==> config.mk <==
export PLATFORM = sky130hd
export DESIGN_NAME = line_select
export DESIGN_NICKNAME = d
export VERILOG_FILES = /design/src/common/icache_pkg.sv /design/src/source/line_select.sv
export VERILOG_INCLUDE_DIRS = /design/src /design/src/common
export SDC_FILE = /design/constraint.sdc
export NUM_CORES = 1
export LEC_CHECK = 0
export BUFFER_PORTS_ARGS = -buffer_cell sky130_fd_sc_hd__buf_2
export CAP_MARGIN = 10
export CORE_AREA = 2 2 266 268
export CTS_CLUSTER_DIAMETER = 100
export DETAILED_ROUTE_END_ITERATION = 8
export DIE_AREA = 0 0 268 270
export PLACE_DENSITY_LB_ADDON = 0.08
export SLEW_MARGIN = 15
export SYNTH_ARGS = -nofsm -noshare
export SYNTH_HDL_FRONTEND = slang
export SYNTH_SLANG_ARGS = --single-unit
==> constraint.sdc <==
create_clock -name clk -period 3.7 [get_ports clk]
set_input_delay 0.37 -clock clk [delete_from_list [all_inputs] [get_ports clk]]
set_output_delay 0.37 -clock clk [all_outputs]
set_load 0.1 [all_outputs]
==> src/common/icache_consts.svh <==
`ifndef ICACHE_CONSTS_SVH
`define ICACHE_CONSTS_SVH

// fetch address width, full 64-bit pc
`define ICACHE_ADDR_BITS 64

// byte offset inside one 128-bit line
`define ICACHE_OFFSET_BITS 4

// 64 sets
`define ICACHE_INDEX_BITS 6

// whatever is left above index and offset
`define ICACHE_TAG_BITS 54

// associativity
`define ICACHE_WAYS 4

// one line holds four 32-bit instructions
`define ICACHE_LINE_BITS 128

`endif
==> src/common/icache_pkg.sv <==
`include "icache_consts.svh"

package icache_pkg;

	// fetch address split into cache fields
	// msb first: tag, set index, word in line, byte in word
	typedef struct packed {
		logic [`ICACHE_TAG_BITS-1:0]   tag;
		logic [`ICACHE_INDEX_BITS-1:0] index;
		logic [1:0]                    word_sel;
		logic [1:0]                    byte_sel;
	} fetch_fields_t;

	// same fetch address, seen either as a plain memory address
	// or as the decoded cache fields
	typedef union packed {
		logic [`ICACHE_ADDR_BITS-1:0] raw;
		fetch_fields_t                fields;
	} fetch_addr_u;

	// per-way control from the fetch controller
	// rd_en only goes to the hitting way, fill_en only to the victim
	typedef struct packed {
		logic [`ICACHE_INDEX_BITS-1:0] index;
		logic [`ICACHE_TAG_BITS-1:0]   tag;
		logic                          rd_en;
		logic                          fill_en;
	} way_ctl_t;

	// one cache line, word 0 in the low bits
	typedef logic [`ICACHE_LINE_BITS-1:0] line_t;

endpackage

==> src/source/line_select.sv <==
`include "icache_consts.svh"

module line_select import icache_pkg::*; (
	input  logic                    clk,
	input  logic                    rst,
	input  logic                    req_go,
	input  logic [`ICACHE_WAYS-1:0] req_hit,
	input  logic [1:0]              word_sel,
	input  line_t                   mem_line,
	input  line_t [`ICACHE_WAYS-1:0] way_rdata,
	output logic                    ready,
	output logic [31:0]             inst
);

	// state of the request that was looked up last cycle
	logic [`ICACHE_WAYS-1:0] hit_q;
	logic [1:0]              word_q;
	// refill line kept for the miss case, the way only has it after the edge
	line_t                   refill_q;

	// line picked for output
	line_t                   line_sel;

	// no request or a flushed one leaves nothing pending
	always_ff @(posedge clk) begin
		if (rst || !req_go) begin
			ready    <= 1'b0;
			hit_q    <= '0;
			word_q   <= '0;
			refill_q <= '0;
		end else begin
			ready    <= 1'b1;
			hit_q    <= req_hit;
			word_q   <= word_sel;
			refill_q <= mem_line;
		end
	end

	// hit_q is one-hot or zero
	// zero means last request missed, so take the refill line
	always_comb begin
		line_sel = refill_q;
		for (int w = 0; w < `ICACHE_WAYS; w++) begin
			if (hit_q[w]) begin
				line_sel = way_rdata[w];
			end
		end
	end

	// word 0 sits in the low 32 bits
	assign inst = line_sel[{word_q, 5'd0} +: 32];

endmodule

* Word-level counts from Yosys, hierarchy flattened *
Cells that the tools add are included.

cells by class
  shift-type cells = 1
  mux-type cells = 5
  reductions and logical operators = 2

operators by type and width
  cell                                                     count
  128-bit two-way mux                                      4
  128-bit by 8-bit indexed part select with 32-bit output  1
  1-bit logical NOT                                        1
  1-bit logical OR                                         1
  1-bit two-way mux                                        1

storage, ports and cells
  register bits after elaboration = 135
  input bits = 649
  output and inout bits = 33
  word-level logic and storage cells = 12

* Depth between registers and ports, before layout *
  depth after elaboration = 5
  depth in mapped cells = 7
  gate-level depth less buffers = 4

* Least setup slack after synthesis *
No wires, ideal clock.

  path kind = register to output
  start = register hit_q[3]
  end = output inst[28]
  arrival time = 2.200 ns
  path slack = 1.130 ns
  stages on the path, launching flop included = 8
  cell sequence = dfxtp_1 -> buf_6 -> clkinv_1 -> buf_2 -> buf_1 -> o22ai_1 -> o41ai_1 -> o32a_1

on the way
  cells in the longest elaborated chain, start to end = 2

ends and longest elaborated chain
  item                                                     line               source
  start, declared                                          line_select.sv:16  logic [`ICACHE_WAYS-1:0] hit_q;
  start signal, assigned                                   line_select.sv:33  hit_q <= req_hit;
  128-bit two-way mux                                      line_select.sv:44  if (hit_q[w]) begin
  128-bit by 8-bit indexed part select with 32-bit output  line_select.sv:51  assign inst = line_sel[{word_q, 5'd0} +: 32];
  end, declared                                            line_select.sv:12  output logic [31:0] inst

No other way between the ends.

* Worst setup path in the final report *
  start = register hit_q[3]
  end = output inst[10]

The elaborated chain is that of the path after synthesis.

==> results.json <==
{
  "drv_cap": 0,
  "placed_cells": 2621,
  "power.switching_mw": 1.89,
  "num_rows": 97,
  "fin_nets": 2349,
  "syn_area_um2": 8540,
  "clockRootBuffer": "clkbuf_16",
  "drt-total-wl_mm": 68.8,
  "core-area_um2": 69500,
  "dieHeight_um": 270,
  "seqPwrFrac_pct": 30.5,
  "max_stage_delay_ps": 690,
  "wl_per_cell_um": 25.8,
  "fmax_mhz": 279,
  "drc": 0,
  "globalRouteTotalUtil_pct": 18.5,
  "ir_worst_vdd_mv": 0.291,
  "synthDistinctLibCells": 37,
  "critical_path.startpoint": "hit_q[3]$_SDFF_PN0_",
  "cts_buffers": 17,
  "cts_max_path_buffers": 2,
  "cp.required_ps": 3330,
  "most-common-layout-cells": "649 x buf_2, 134 x and2_1, 131 x dfxtp_1",
  "synth_xor_area_share_pct": 0,
  "setup_viol": 0,
  "io_pins": 682,
  "end_kind": "output pin",
  "postCtsHoldBufs": 0,
  "synth_compound_gate_area_share_pct": 36.4,
  "area.sequential_um2": 2720,
  "hold_path.class": "primary input to register",
  "period_needed_ps": 3580,
  "syn-instance-count": 1039,
  "swShare_pct": 37.1,
  "hold_depth": 2,
  "path_clk_slew_ps": 70,
  "hpwlAfterDp_mm": 56.9,
  "pwr-share-comb_pct": 36.3,
  "drive_gt1_share_pct": 48.7,
  "synthMuxAreaShare_pct": 4.39,
  "synth_nets": 1688,
  "critPathMaxFanout": 44,
  "cp-start-kind": "register",
  "areaGrowthSynthToFinish_pct": 69.9,
  "max_slew_margin_pct": 40.5,
  "overflow": 0,
  "layoutNonFillerInstCount": 2662,
  "io_buffers": 681,
  "arrival_ps": 3210,
  "yosys.area_share.adder_pct": 0,
  "finalSetupTns_ps": 0,
  "final_common_cell": "buf_2",
  "grt_start_max_net_pins": 136,
  "antenna_found_initial": 28,
  "p_int_mw": 3.20,
  "via_per_inst": 4.17,
  "synth_top_family_by_area": "compound AO/OA/AOI/OAI gates",
  "slew_viol_final": 0,
  "cp_slowest_cell": "nor4_1",
  "gp_congestion": 0.841,
  "htreeDepth": 4,
  "grt_pass1_wl_mm": 91.6,
  "yosysTopAreaCell": "dfxtp_1",
  "rsz0062_at_grt": "false",
  "die_x_um": 268,
  "cts_sinks": 135,
  "multiInputGateArea_um2": 5470,
  "finalCritPeriodShare_pct": 96.8,
  "ys_seq_area_share_pct": 31.6,
  "drtIter0Drc": 456,
  "p_per_area_nw_per_um2": 351,
  "hp-start": "mem_line[52]",
  "yosysTopAreaCellShare_pct": 31.6,
  "cpMostUsedCell": "buf_12",
  "hold_viol_final": 0,
  "drtAntennaViolNets": 0,
  "syn_avg_cell_area_um2": 8.22,
  "start_util_pct": 12.3,
  "pwr-share-clk_pct": 33.1,
  "hold-worst-slack_ps": 88.2,
  "ys_ff_latch": 135,
  "vias": 11100,
  "status": "complete, no violations",
  "synthTopCellsByArea": "dfxtp_1 32%, and2_1 9.8%, o22ai_1 6.8%, a211oi_1 6.4%, o21ai_0 5.0%",
  "drt_pass1_iterations": 4,
  "cts_tree": "yes",
  "crit_path_cell_trace": "nand2b_4, buf_12, o22ai_1, nor4_1, o32a_1, buf_12",
  "cts_setup_buffers": 0,
  "ys_warn_count": 0,
  "dieArea_um2": 72400,
  "tightestPinTransition_ps": 887,
  "path_class": "register to output pin",
  "fillers": 7960,
  "synth-simple-area-share_pct": 21.4,
  "grt_pass1_vias": 11700,
  "p_leak_nw": 6.11
}
[synthesized netlist by cell type, drive strengths merged]
master  number
o32a        31
nand2b      34
o22ai       94
a221o        1
mux2i       33
nor2b       64
o21ai       86
a31oi       31
a211oi      92
clkbuf      78
clkinv       1
a21oi        5
o221ai       2
nor4        30
o41ai        9
o31ai       22
inv          3
mux2         4
a211o        1
and2       134
o211a        1
nor2        40
o311ai       1
o211ai      32
or3b         2
nor3         1
dfxtp      135
nand2        1
buf         39
a22oi       31
or3          1
[final timing paths]
check | end | slack (ps)
hold / removal | refill_q[52]$_SDFF_PN0_ | 90
setup / recovery | inst[10] | 120
[kinds of logic (layout without fill, tap and decap cells)]
logic type	count (synthesis)	in the layout
compound gates	439	439
simple gates	307	307
flops	135	135
buf+inv	121	795
mux	37	37
other cells	0	9
[per-stage QoR]
stage | power [mW] | worst slack [ps] | utilization [%] | instance area [µm²]
after floorplan | 2.44 | 1130 | - | 8540
after global placement | 3.47 | 183 | 19.9 | 13900
after detailed placement | 3.47 | 139 | 19.9 | 13900
after CTS | 5.23 | 15.2 | 20.8 | 14500
after global routing | 5.35 | 13.7 | 20.8 | 14500
final | 5.09 | 119 | 20.9 | 14500
[area by class of cell]
type | count | share of cell area (%)
tap | 940 | 8.10
multi-input combinational | 783 | 37.7
sequential | 135 | 18.7
clock inverter | 9 | 0.526
timing repair buffer | 759 | 31.6
inverter | 4 | 0.138
antenna | 9 | 0.155
clock buffer | 23 | 3.09
[worst max-delay path, delay by kind of cell (launching register included)]
kind | cells | cell delay (ps)
buf+inv | 2 | 460
simple gates | 2 | 1080
compound gates | 2 | 540
flops | 1 | 580
[layer usage]
layer  GRT usage [%]  part of all wire [%]  vias to the layer above
li1                -                     -                     5309
met1            18.7                    36                     5228
met2            35.8                    54                      462
met3            5.46                   6.5                       95
met4            5.60                   2.8                       16
met5               0                  0.15                        -
[flip-flops by register name (all words and copies together) (netlist names)]
name,cells
refill_q,128
word_q,2
hit_q,4
ready,1
[power by group through the flow]
stage          clock network, mW  registers, mW  logic (mW)
2_1_floorplan                  0           1.56       0.886
3_3_place_gp                   0           1.59        1.88
3_5_place_dp                   0           1.59        1.88
4_1_cts                     1.77           1.55        1.90
5_1_grt                     1.82           1.56        1.97
6_report                    1.68           1.55        1.85
[repair_timing]
action | CTS | global route
endpoints found under the setup margin | 12 | 0
resized for setup | 16 | 0
endpoints found under the hold margin | 0 | 0
(Power assumes the default switching activity.)
