**src/common/icache_consts.svh**
```systemverilog
`ifndef ICACHE_CONSTS_SVH
`define ICACHE_CONSTS_SVH

// fetch address width, full 64-bit pc
`define ICACHE_ADDR_BITS 64

// byte offset inside one 128-bit line
`define ICACHE_OFFSET_BITS 4

// 64 sets
`define ICACHE_INDEX_BITS 6

// whatever is left above index and offset
`define ICACHE_TAG_BITS 54

// associativity
`define ICACHE_WAYS 4

// one line holds four 32-bit instructions
`define ICACHE_LINE_BITS 128

`endif
```
**src/common/icache_pkg.sv**
```systemverilog
`include "icache_consts.svh"

package icache_pkg;

	// fetch address split into cache fields
	// msb first: tag, set index, word in line, byte in word
	typedef struct packed {
		logic [`ICACHE_TAG_BITS-1:0]   tag;
		logic [`ICACHE_INDEX_BITS-1:0] index;
		logic [1:0]                    word_sel;
		logic [1:0]                    byte_sel;
	} fetch_fields_t;

	// same fetch address, seen either as a plain memory address
	// or as the decoded cache fields
	typedef union packed {
		logic [`ICACHE_ADDR_BITS-1:0] raw;
		fetch_fields_t                fields;
	} fetch_addr_u;

	// per-way control from the fetch controller
	// rd_en only goes to the hitting way, fill_en only to the victim
	typedef struct packed {
		logic [`ICACHE_INDEX_BITS-1:0] index;
		logic [`ICACHE_TAG_BITS-1:0]   tag;
		logic                          rd_en;
		logic                          fill_en;
	} way_ctl_t;

	// one cache line, word 0 in the low bits
	typedef logic [`ICACHE_LINE_BITS-1:0] line_t;

endpackage

```
**src/source/fetch_ctrl.sv**
```systemverilog
`include "icache_consts.svh"

module fetch_ctrl import icache_pkg::*; (
	input  logic                         clk,
	input  logic                         rst,
	input  logic                         valid,
	input  logic                         flush,
	input  fetch_addr_u                  addr,
	input  logic [`ICACHE_WAYS-1:0]      hit,
	output way_ctl_t [`ICACHE_WAYS-1:0]  way_ctl,
	output logic                         mem_req,
	output logic [`ICACHE_ADDR_BITS-1:0] mem_addr,
	output logic [`ICACHE_WAYS-1:0]      req_hit,
	output logic                         req_go,
	output logic [1:0]                   word_sel
);

	logic                    any_hit;
	logic                    fill;
	// one-hot, picks the way that takes the next refill
	logic [`ICACHE_WAYS-1:0] victim;

	// a request only counts when it is not flushed in the same cycle
	assign req_go = valid && !flush;

	// at most one way can match, so a plain or is enough
	assign any_hit = |hit;

	// miss -> fetch the whole line and drop it into the victim way
	assign fill    = req_go && !any_hit;
	assign mem_req = fill;

	// line aligned, the memory always returns the full 128 bits
	assign mem_addr = {addr.raw[`ICACHE_ADDR_BITS-1:`ICACHE_OFFSET_BITS],
		{`ICACHE_OFFSET_BITS{1'b0}}};

	// hit vector handed on only for live requests
	assign req_hit  = req_go ? hit : '0;
	assign word_sel = addr.fields.word_sel;

	// every way sees the same index and tag for its compare
	always_comb begin
		for (int w = 0; w < `ICACHE_WAYS; w++) begin
			way_ctl[w].index   = addr.fields.index;
			way_ctl[w].tag     = addr.fields.tag;
			// read only in the way that actually holds the line
			way_ctl[w].rd_en   = req_go && hit[w];
			// write only in the chosen victim, and only on a miss
			way_ctl[w].fill_en = fill && victim[w];
		end
	end

	// victim rotates one place per fill and stays put otherwise,
	// so the eviction order is easy to predict
	always_ff @(posedge clk) begin
		if (rst) begin
			victim <= {{(`ICACHE_WAYS-1){1'b0}}, 1'b1};
		end else if (fill) begin
			victim <= {victim[`ICACHE_WAYS-2:0], victim[`ICACHE_WAYS-1]};
		end
	end

endmodule

```
**config.mk**
```make
export PLATFORM = sky130hd
export DESIGN_NAME = fetch_ctrl
export DESIGN_NICKNAME = d
export VERILOG_FILES = /design/src/common/icache_pkg.sv /design/src/source/fetch_ctrl.sv
export VERILOG_INCLUDE_DIRS = /design/src /design/src/common
export SDC_FILE = /design/constraint.sdc
export NUM_CORES = 1
export LEC_CHECK = 0
export ABC_AREA = 1
export BUFFER_PORTS_ARGS = -buffer_cell sky130_fd_sc_hd__buf_2
export CAP_MARGIN = 20
export CORE_AREA = 2 2 154 156
export DETAILED_ROUTE_END_ITERATION = 8
export DIE_AREA = 0 0 156 158
export HOLD_SLACK_MARGIN = 0.12
export PLACE_DENSITY = 0.41
export SYNTH_ARGS = -nofsm -noshare
export SYNTH_HDL_FRONTEND = slang
export SYNTH_SLANG_ARGS = --single-unit
```
**constraint.sdc**
```tcl
create_clock -name clk -period 1.7 [get_ports clk]
set_clock_uncertainty 0.2 [all_clocks]
set_input_delay 0.255 -clock clk [delete_from_list [all_inputs] [get_ports clk]]
set_output_delay 0.255 -clock clk [all_outputs]
set_load 0.1 [all_outputs]
```
# Word level (Yosys, flattened, before mapping)
# Cells that the tools add are included.
# totals
reg_bits	4
inputBits	72
output_inout_bits	320
word_cells	15
# op_classes
mux	1
reduce_logical	13
# op_table
cell	count
$logic_and 1x1->1	10
$mux 4	1
$reduce_or 4->1	1
$logic_not 1->1	2

# Depth between registers and ports, before layout
# Gate-level depths: netlist of the first run.
# logic_depth
word_depth	4
ltp_mapped	6
ltp_nobuf	6

# Worst setup path before layout of the first run
# No wires, ideal clock.
# synth_path
path_type	input port to output port
startpoint	input valid
endpoint	output way_ctl[125] in the netlist's numbering
t_arrival_ns	2.814
t_required_ns	1.245
setup_slack_ns	-1.569
cell_stages	5
n_path_buf	1
cell_sequence	inv_2 -> nor2_4 -> inv_1 -> nor2_1 -> buf_4
# synth_lines
element	line_no	source
start: declaration	fetch_ctrl.sv:6	input logic valid,
end: declaration	fetch_ctrl.sv:10	output way_ctl_t [`ICACHE_WAYS-1:0] way_ctl,

==> results.md, run 1 <==
- Status: complete, no violations
- Layout cell share with drive strength beyond 1: 0.6709
- Input/output buffers: 21
- Synth Area in Simple Gates: 0.04225
- Ys flop type: dfxtp_1
- Final Cycle Share: 0.9637
- Yosys cell types: 12
- Max reg flops: 4
- Max clock buf depth: 2
- Startpoint of the worst hold path: victim[0]
- Fin nets: 153
- Top post-synthesis cells by count: buf_4, inv_1, nand2_1, nor2_1, dfxtp_1
- Power density cells: 551.3 mW/mm²
- Fin. Hold Viols: 0
- R2R depth: 4
- Buffers and inverters on the worst path: 5
- Core Region: 0.02305 mm²
- DRC: 0
- Post-Synth Adder-Cell Area: 0
- Sequential Power Share: 0.140
- CTS H-tree lvls: 1
- Register area: 80.08 µm²
- Stages on worst setup path: 7
- Final Non-Filler Cells: 369
- Setup-failing EPs final: 0
- Maximum resistive drop on vdd: 0.0001753 V
- Hold Path Stages: 2
- Clock sinks: 4
- Post-Synthesis Cell Area: 0.002576 mm²
- Sequential share of the synthesized area: 0.03108
- Routed vias: 620
- Min-Delay Path Class: reg2reg
- Sw Ratio: 0.3111
- Vias/cell: 1.680
- DRT Pass-1 Iters: 4
- Seq cells post-synth: 4
- GRT Total Usage: 0.03059
- Ranking of synthesized cells by area: buf_4, dfxtp_1, inv_1, nor2_4, nand2_1
- Yosys warning count: 0
- Gr ovfl total: 0
- Skew-Pair Late Insertion Delay: 0.22 ns
- Placed insts: 360
- Antenna violations before repair: 0
- Inserted Diodes: 0
- Place WS: -0.1283 ns
- Async set or reset register ratio after synthesis: 0
- Area Overhead vs Synth: -52.06%
- Critical path type: in2out
- CP Cell Sequence: buf_8 -> inv_12 -> nor2_4 -> buf_12 -> clkinvlp_4 -> nor2_4 -> buf_12
- CP Launch Type: primary input
- Slowest-stage cell, CP: nor2_4
- # rows: 56
- Critical Path Sink Type: output port
- Int Power: 469.0 µW
- Post-synthesis mux area share: 0
- Routed Antenna Nets: 0
- Worst r2r src: victim[0]
- Setup ws final: 0.06167 ns
- Area of the multi-input gates: 168.9 µm²
- Die area: 0.02465 mm²
- Tmin final: 1.638 ns
- Vias in the first global route: 711
- Largest family of logic cells by synthesized area: buffers and inverters
- Die width: 156 µm
- Cell taking the most area after synthesis: buf_4
- Largest net degree at the start of global routing: 6
- Combinational share of power: 0.330
- Global-route wire length before repair: 5188 µm
- TritonCTS clock tree: done
- Biggest regs: victim: 4 flops
- CTS clk-pin slew, worst paths: 0.03 ns
- Fillers: 2687
- Crit path max-delay family: buffers and inverters
- Avg Cell Area, Syn: 7.424 µm²
- Peak Freq: 610.4 MHz
- EDFF count, synth: 0
- Post-layout power: 680.8 µW
- WP data arrival: 1.18 ns
- MaxCap Viol Count: 0
- NetSw: 211.8 µW
- Post-synthesis cell count: 347
- Worst-path fanout max: 4
- Leak Pwr: 0.0003740 µW
- Largest incremental delay on the critical path: 0.21 ns
- Die height: 158 µm
- CTS buffer count: 3
- Top-count cell post-synth: buf_4
- Iteration-0 DRC Markers: 19
- Final WL: 3958 µm
- Area share of the largest cell type after synthesis: 0.9034
- Launch point of the critical path: valid
- Post-synthesis xor/xnor area fraction: 0
- Initial Utilization: 0.1118
- Clock root cell: clkbuf_16
- Average wire per standard cell: 10.73 µm
- Total I/O pin count: 392
- Post-DP HPWL: 3354 µm
- Compound-Gate Fraction of Synth Area: 0.005828
- Slew Viols, Final: 0
- CP Data Required Time: 1.24 ns
- Clock power frac: 0.530
- GPL Wtd Cong: 0.5130
- RSZ-0062 raised after global routing: false
- Largest Register: victim
-- power by group through the flow --
stage	Sequential, µW	Combinational [µW]	Clock, µW
finish	95.5	225	361
global route	95.6	233	378
CTS	95.5	227	371
detailed placement	96.7	211	0
global placement	96.7	211	0
floorplan	96.7	3500	0
-- cell families after synthesis --
kind of cell | Yosys count
simple gates | 18
other cells | 1
buf+inv | 321
flops | 4
compound gates | 3
-- cells in the final DEF (no fill, tap or decap), drive strengths merged --
cell type	synthesis	final
buf	310	35
nor2	9	9
inv	11	6
clkinvlp	0	5
nand2	5	5
conb	1	4
dfxtp	4	4
nand4	3	3
a21oi	3	3
clkbuf	0	3
nand3	1	1
dlygate4sd3	0	1
-- path summary, 6_finish.rpt --
check	to	slack [ns]
hold reg to reg	victim[0]	0.25
setup reg to reg	victim[1]	0.51
hold / removal	victim[0]	0.25
setup / recovery	way_ctl[125]	0.06
-- worst reg2reg max path, delay by kind of cell (launching register included) --
family / cells / cell delay (ns)
DFF: 1 / 0.32
AOI/OAI and AO/OA: 1 / 0.10
buffers and inverters: 2 / 0.31
and+or+nand+nor: 1 / 0.19
-- metal layers --
metal | part of all wire | track usage
met1 | 0.15 | 0.01216
met2 | 0.38 | 0.03666
met3 | 0.29 | 0.04134
met4 | 0.18 | 0.05636
met5 | 0 | 0
-- per-stage QoR --
stage,hold slack [ns],utilization,cell area (µm²),setup TNS (ns)
6_report,0.2538,0.05357,1235,0
5_1_grt,0.2747,0.05357,1235,0
4_1_cts,0.2583,0.05325,1227,0
3_5_place_dp,0.2531,0.04668,1076,-1.262
3_3_place_gp,0.2529,0.04668,1076,-0.9203
2_1_floorplan,0.1241,-,2660,-6.945
-- timing repair --
| item | in CTS | in global routing |
|---|---|---|
| hold buffers | 1 | 0 |
| endpoints found under the setup margin | 12 | 1 |
| endpoints found under the hold margin | 4 | 0 |
| setup buffers | 4 | 1 |
| pin swaps | 4 | 1 |
| gates resized for setup | 6 | 0 |
-- final cells by class --
type	count	share of cell area
flip-flops and latches	4	0.06484
multi-input cells	25	0.1368
clock buffers	3	0.06079
repair buffers	36	0.3850
inverters	11	0.05876
well taps	290	0.2938
No activity file was read; power rests on OpenSTA's default activity.
==> run 2, diff against run 1 <==
--- a/config.mk
+++ b/config.mk
@@ -12,8 +12,10 @@
 export CORE_AREA = 2 2 154 156
 export DETAILED_ROUTE_END_ITERATION = 8
 export DIE_AREA = 0 0 156 158
+export GPL_TIMING_DRIVEN = 0
 export HOLD_SLACK_MARGIN = 0.12
 export PLACE_DENSITY = 0.41
+export REMOVE_ABC_BUFFERS = 1
 export SYNTH_ARGS = -nofsm -noshare
 export SYNTH_HDL_FRONTEND = slang
 export SYNTH_SLANG_ARGS = --single-unit
==> run 2 against run 1 <==
- the flow now finishes with violations (negative setup slack)
- design area fell by 19%
- wire length rose to 6.0 times the previous value
- via count rose by 66%
- sequential share of layout area rose by 1.5 points
- flip-flop and latch count did not move
- worst setup slack got worse by 0.067 ns
- sequential power barely moved
- register-to-register slack improved by 0.26 ns
- largest power group unchanged
- first-iteration DRC count rose to 3.5 times the previous value
- clock power rose by 1%
- die area did not move
==> results.md, run 2 (same netlist as run 1, synthesis figures left out) <==
- Status: finished with violations
- Violations in the final reports: negative setup slack
- Inserted Diodes: 0
- Gr ovfl total: 0
- Biggest regs: victim: 4 flops
- Layout cell share with drive strength beyond 1: 0.5522
- Final WL: 23810 µm
- CTS clk-pin slew, worst paths: 0.03 ns
- Largest Register: victim
- Tmin final: 1.706 ns
- Place WS: -0.3036 ns
- Die area: 0.02465 mm²
- CTS buffer count: 3
- Die width: 156 µm
- Utilization after layout: 0.04364
- Worst-path fanout max: 4
- Vias/cell: 2.877
- RSZ-0062 raised after global routing: true
- Clock root cell: clkbuf_16
- GRT Total Usage: 0.1805
- Skew-Pair Late Insertion Delay: 0.22 ns
- Setup ws final: -0.005671 ns
- Commonest non-fill, non-tap cell in the layout: inv_1
- DRC: 0
- Critical path type: in2out
- R2R depth: 2
- # rows: 56
- Sum Neg Setup Slack: -0.006120 ns
- Setup-failing EPs final: 2
- CP Launch Type: primary input
- Final Non-Filler Cells: 357
- Fin. Hold Viols: 0
- WP data arrival: 1.25 ns
- Most frequent cells in the layout: inv_1, nor2_4, buf_2
- Antenna violations before repair: 0
- Maximum resistive drop on vdd: 0.0002563 V
- Leak Pwr: 0.0003253 µW
- Area Overhead vs Synth: -60.95%
- MaxCap Viol Count: 0
- Input/output buffers: 21
- Fillers: 2701
- TritonCTS clock tree: done
- Average wire per standard cell: 66.69 µm
- Clock sinks: 4
- Final Cycle Share: 1.003
- Vias in the first global route: 868
- Post-DP HPWL: 18430 µm
- GPL Wtd Cong: 0.7258
- Iteration-0 DRC Markers: 67
- Max reg flops: 4
- DRT Pass-1 Iters: 4
- Hold Path Stages: 4
- Routed Antenna Nets: 0
- Global-route wire length before repair: 25720 µm
- Slew Viols, Final: 0
- Die height: 158 µm
- Critical Path Sink Type: output port
- CTS H-tree lvls: 1
- Largest net degree at the start of global routing: 7
- Min-Delay Path Class: in2reg
- Total I/O pin count: 392
- Placed insts: 351
- Initial Utilization: 0.1118
- Peak Freq: 586.3 MHz
- Fin nets: 141
- Worst hold slack: 0.2265 ns
- Max clock buf depth: 2
- Power density cells: 650.8 mW/mm²
- Routed vias: 1027
- Core Region: 0.02305 mm²
- CP Data Required Time: 1.24 ns
run 2: cell count changes in the layout (fill, tap and decap cells not counted), moves of 2 or more:
| cell | previous run | this run |
|---|---|---|
| inv_1 | 5 | 9 |
| buf_12 | 16 | 6 |
| buf_2 | 5 | 7 |
| buf_6 | 2 | 5 |
| buf_4 | 11 | 4 |
| clkinvlp_4 | 5 | 1 |
run 2: repair_timing:
item	4_1_cts	5_1_grt
setup endpoints to repair	13	8
cloned	0	0
endpoints found under the hold margin	4	0
hold buffers	1	0
pin swaps	0	2
gates resized for setup	25	26
buffers inserted	0	2
run 2: worst paths after layout:
check                           slack (ns)          to      start
worst max register to register        0.77   victim[3]  victim[2]
worst min-delay path                  0.23   victim[1]     hit[2]
worst max-delay path                -0.006  req_hit[2]      valid
worst min register to register        0.26   victim[0]  victim[0]
run 2: report_power, final:
| part | switching (µW) | internal [µW] |
|---|---|---|
| Combinational | 148 | 46.7 |
| Clock | 64.5 | 300 |
| Sequential | 0.335 | 95.2 |
run 2: layout make-up:
cell class,count,area (µm²),share of cell area
Timing Repair Buffer,24,266.5,0.2649
Inverter,11,47.55,0.04726
Clock buffer,3,75.07,0.07463
Tap cell,290,362.8,0.3607
Multi-Input combinational cell,25,173.9,0.1729
Sequential cell,4,80.08,0.07960
run 2: per-stage QoR:
stage	cell area, µm²	power, µW
final	1006	654.7
after global routing	1006	672.5
after CTS	892.1	635.9
after detailed placement	728.2	250.1
after global placement	728.2	249.7
after floorplan	260.3	219.1
run 2: worst max-delay path: stages:
cell and delay (ns):
buf_6 0.07, inv_4 0.03, nor2_4 0.19, clkinvlp_4 0.24, nor2_2 0.20, buf_6 0.25
run 2: metal layers:
| metal | GRT usage | vias up | share of wire | wire (µm) |
|---|---|---|---|---|
| li1 | - | 170 | - | - |
| met1 | 0.09625 | 384 | 0.18 | 4260 |
| met2 | 0.3106 | 445 | 0.49 | 11660 |
| met3 | 0.2672 | 19 | 0.31 | 7343 |
| met4 | 0.01966 | 9 | 0.013 | 302 |
| met5 | 0.07246 | - | 0.010 | 244 |
==> run 3, diff against run 2 <==
--- a/config.mk
+++ b/config.mk
@@ -6,9 +6,7 @@
 export SDC_FILE = /design/constraint.sdc
 export NUM_CORES = 1
 export LEC_CHECK = 0
-export ABC_AREA = 1
 export BUFFER_PORTS_ARGS = -buffer_cell sky130_fd_sc_hd__buf_2
-export CAP_MARGIN = 20
 export CORE_AREA = 2 2 154 156
 export DETAILED_ROUTE_END_ITERATION = 8
 export DIE_AREA = 0 0 156 158
@@ -16,6 +14,7 @@
 export HOLD_SLACK_MARGIN = 0.12
 export PLACE_DENSITY = 0.41
 export REMOVE_ABC_BUFFERS = 1
+export SKIP_CTS_REPAIR_TIMING = 1
 export SYNTH_ARGS = -nofsm -noshare
 export SYNTH_HDL_FRONTEND = slang
 export SYNTH_SLANG_ARGS = --single-unit
==> run 3 against run 2 <==
- the flow now finishes without violations
- design area is 7.2% lower
- flip-flop and latch count stayed put
- power decreased by 4.4%
- hold slack better by 0.028 ns
- final cell count decreased by 2.2%
- global-route usage barely moved
- sequential power hardly changed
- via count up 0.97%
- wire length up 0.80%
- non-clock buffer count fell by 1
- worst setup slack improved by 0.034 ns
- critical path type unchanged
==> results.md, run 3 <==
- CP Launch Type: primary input
- Area Overhead vs Synth: -63.56%
- DRC: 0
- Sequential share of the synthesized area: 0.03127
- Buffers and inverters on the worst path: 4
- Initial Utilization: 0.1111
- Largest Register: victim
- Routed vias: 1037
- Tmin final: 1.671 ns
- EDFF count, synth: 0
- Sum Neg Setup Slack: 0 ns
- Clock root cell: clkbuf_16
- Ranking of synthesized cells by area: buf_4, dfxtp_1, and2_1, nor4_4, a21oi_1
- Slew Viols, Final: 0
- Crit path max-delay family: buffers and inverters
- Biggest regs: victim: 4 flops
- Die area: 0.02465 mm²
- Worst r2r src: victim[3]
- Max clock buf depth: 2
- Min-Delay Endpoint: victim[0]
- Status: complete, no violations
- Stages on worst setup path: 6
- Worst-path fanout max: 5
- NetSw: 201.4 µW
- TritonCTS clock tree: done
- Core Region: 0.02305 mm²
- Setup-failing EPs final: 0
- Async set or reset register ratio after synthesis: 0
- WP data arrival: 1.22 ns
- Sw Ratio: 0.3218
- Critical path type: in2out
- Max reg flops: 4
- RSZ-0062 raised after global routing: true
- Post-Synthesis Cell Area: 0.002561 mm²
- R2R depth: 2
- Average wire per standard cell: 68.77 µm
- R2r endpoint: victim[0]
- Seq cells post-synth: 4
- Layout cell share with drive strength beyond 1: 0.6102
- Fin. Hold Viols: 0
- Post-layout power: 625.9 µW
- Leak Pwr: 0.0002836 µW
- DP Area: 713.2 µm²
- Post-DP HPWL: 18350 µm
- Final Cycle Share: 0.9832
- Slowest-stage cell, CP: nor4_4
- DRT Pass-1 Iters: 4
- Inserted Diodes: 0
- Vias in the first global route: 857
- CTS clk-pin slew, worst paths: 0.03 ns
- Antenna violations before repair: 0
- Int Power: 424.4 µW
- Total I/O pin count: 392
- Largest incremental delay on the critical path: 0.28 ns
- Critical Path Sink Type: output port
- Top post-synthesis cells by count: buf_4, and2_1, dfxtp_1, inv_1
- Post-synthesis cell count: 339
- Commonest non-fill, non-tap cell in the layout: buf_2
- Global-route wire length before repair: 25660 µm
- GRT Total Usage: 0.1810
- Hold Path Stages: 1
- Clock sinks: 4
- Peak Freq: 598.3 MHz
- Cell taking the most area after synthesis: buf_4
- Routed Antenna Nets: 0
- Power density cells: 670.5 mW/mm²
- Avg Cell Area, Syn: 7.555 µm²
- Combinational share of power: 0.263
- Die width: 156 µm
- Yosys cell types: 15
- Iteration-0 DRC Markers: 101
- Maximum resistive drop on vdd: 0.0001900 V
- CP Cell Sequence: buf_2 -> nor4_4 -> buf_6 -> nand3_1 -> inv_2 -> buf_12
- Sequential Power Share: 0.153
- GPL Wtd Cong: 0.6792
- Top-count cell post-synth: buf_4
- Skew-Pair Late Insertion Delay: 0.22 ns
- Clock power frac: 0.584
- Area share of the largest cell type after synthesis: 0.9086
- Largest net degree at the start of global routing: 11
- Die height: 158 µm
- Yosys warning count: 0
- Ys flop type: dfxtp_1
- # rows: 56
- Gr ovfl total: 0
- CP Data Required Time: 1.24 ns
- Startpoint of the worst hold path: victim[0]
- Fin nets: 133
- Fin area: 933.4 µm²
- CTS buffer count: 3
- Vias/cell: 2.971
- Min-Delay Path Class: reg2reg
- Input/output buffers: 21
- R2r setup slk: 0.67 ns
- Final WL: 24000 µm
- MaxCap Viol Count: 0
- CTS H-tree lvls: 1
==> run 3: changes by cell type in the layout (fill, tap and decap cells not counted), moves of 2 or more <==
cell and delta:
nand2_1 -5, buf_12 -2, clkbuf_4 +4, nor2_4 -7, nand4_1 -3, buf_4 -2
nand3_1 +2, buf_6 -2, inv_2 +3, and2_1 +4, inv_1 -8, o21ai_1 +3
==> run 3: cell families after synthesis <==
logic type | Yosys count | synth area share
buf+inv | 315 | 0.9160
simple gates | 12 | 0.03615
compound gates | 7 | 0.01514
flops | 4 | 0.03127
other cells | 1 | 0.001464
==> run 3: routing by layer <==
| metal | share of wire | global-route usage | vias to the layer above |
|---|---|---|---|
| met5 | 0 | 0.01035 | - |
| li1 | - | - | 154 |
| met4 | 0.014 | 0.02883 | 0 |
| met1 | 0.20 | 0.1037 | 424 |
| met3 | 0.30 | 0.2598 | 20 |
| met2 | 0.49 | 0.3104 | 439 |
==> run 3: worst max-delay path by stage <==
stage / from / end / slack [ns]
final: hit[1] / way_ctl[0] / 0.03
after floorplan: flush / req_hit[0] / -1.10
after CTS: hit[0] / way_ctl[62] / -0.35
after global placement: hit[0] / way_ctl[124] / -0.34
after global routing: hit[1] / way_ctl[62] / -0.02
after detailed placement: hit[0] / way_ctl[62] / -0.35
==> run 3: final cells by class <==
cell class / count / area (µm²)
multi-input combinational: 23 / 162.7
clock buffer: 3 / 75.07
inverter: 5 / 21.27
timing repair buffer: 23 / 224.0
tap: 290 / 362.8
fill: 2706 / 22120
timing repair inverter: 1 / 7.507
sequential: 4 / 80.08
==> run 3: worst reg2reg max path: stages, from the launching register on <==
cell and delay [ns]:
dfxtp_1 0.30, and3_4 0.16, a211o_1 0.26
==> run 3: metrics by stage <==
step                      cells  utilization  hold slack, ns  worst slack (ns)
after global routing        349      0.04049          0.2752          -0.01864
after detailed placement    343      0.03094          0.2523           -0.3475
after global placement      343      0.03094          0.2478           -0.3420
final                       349      0.04049          0.2547           0.02860
after CTS                   346      0.03419         0.04318           -0.3529
after floorplan              32            -          0.1241            -1.102
==> run 3: power groups by stage <==
stage                     logic, µW  registers [µW]  clock network (µW)
final                           165            95.5                 365
after global routing            170            95.4                 378
after CTS                       148            95.5                 371
after detailed placement        147            96.7                   0
after global placement          147            96.7                   0
after floorplan                 118            96.6                   0
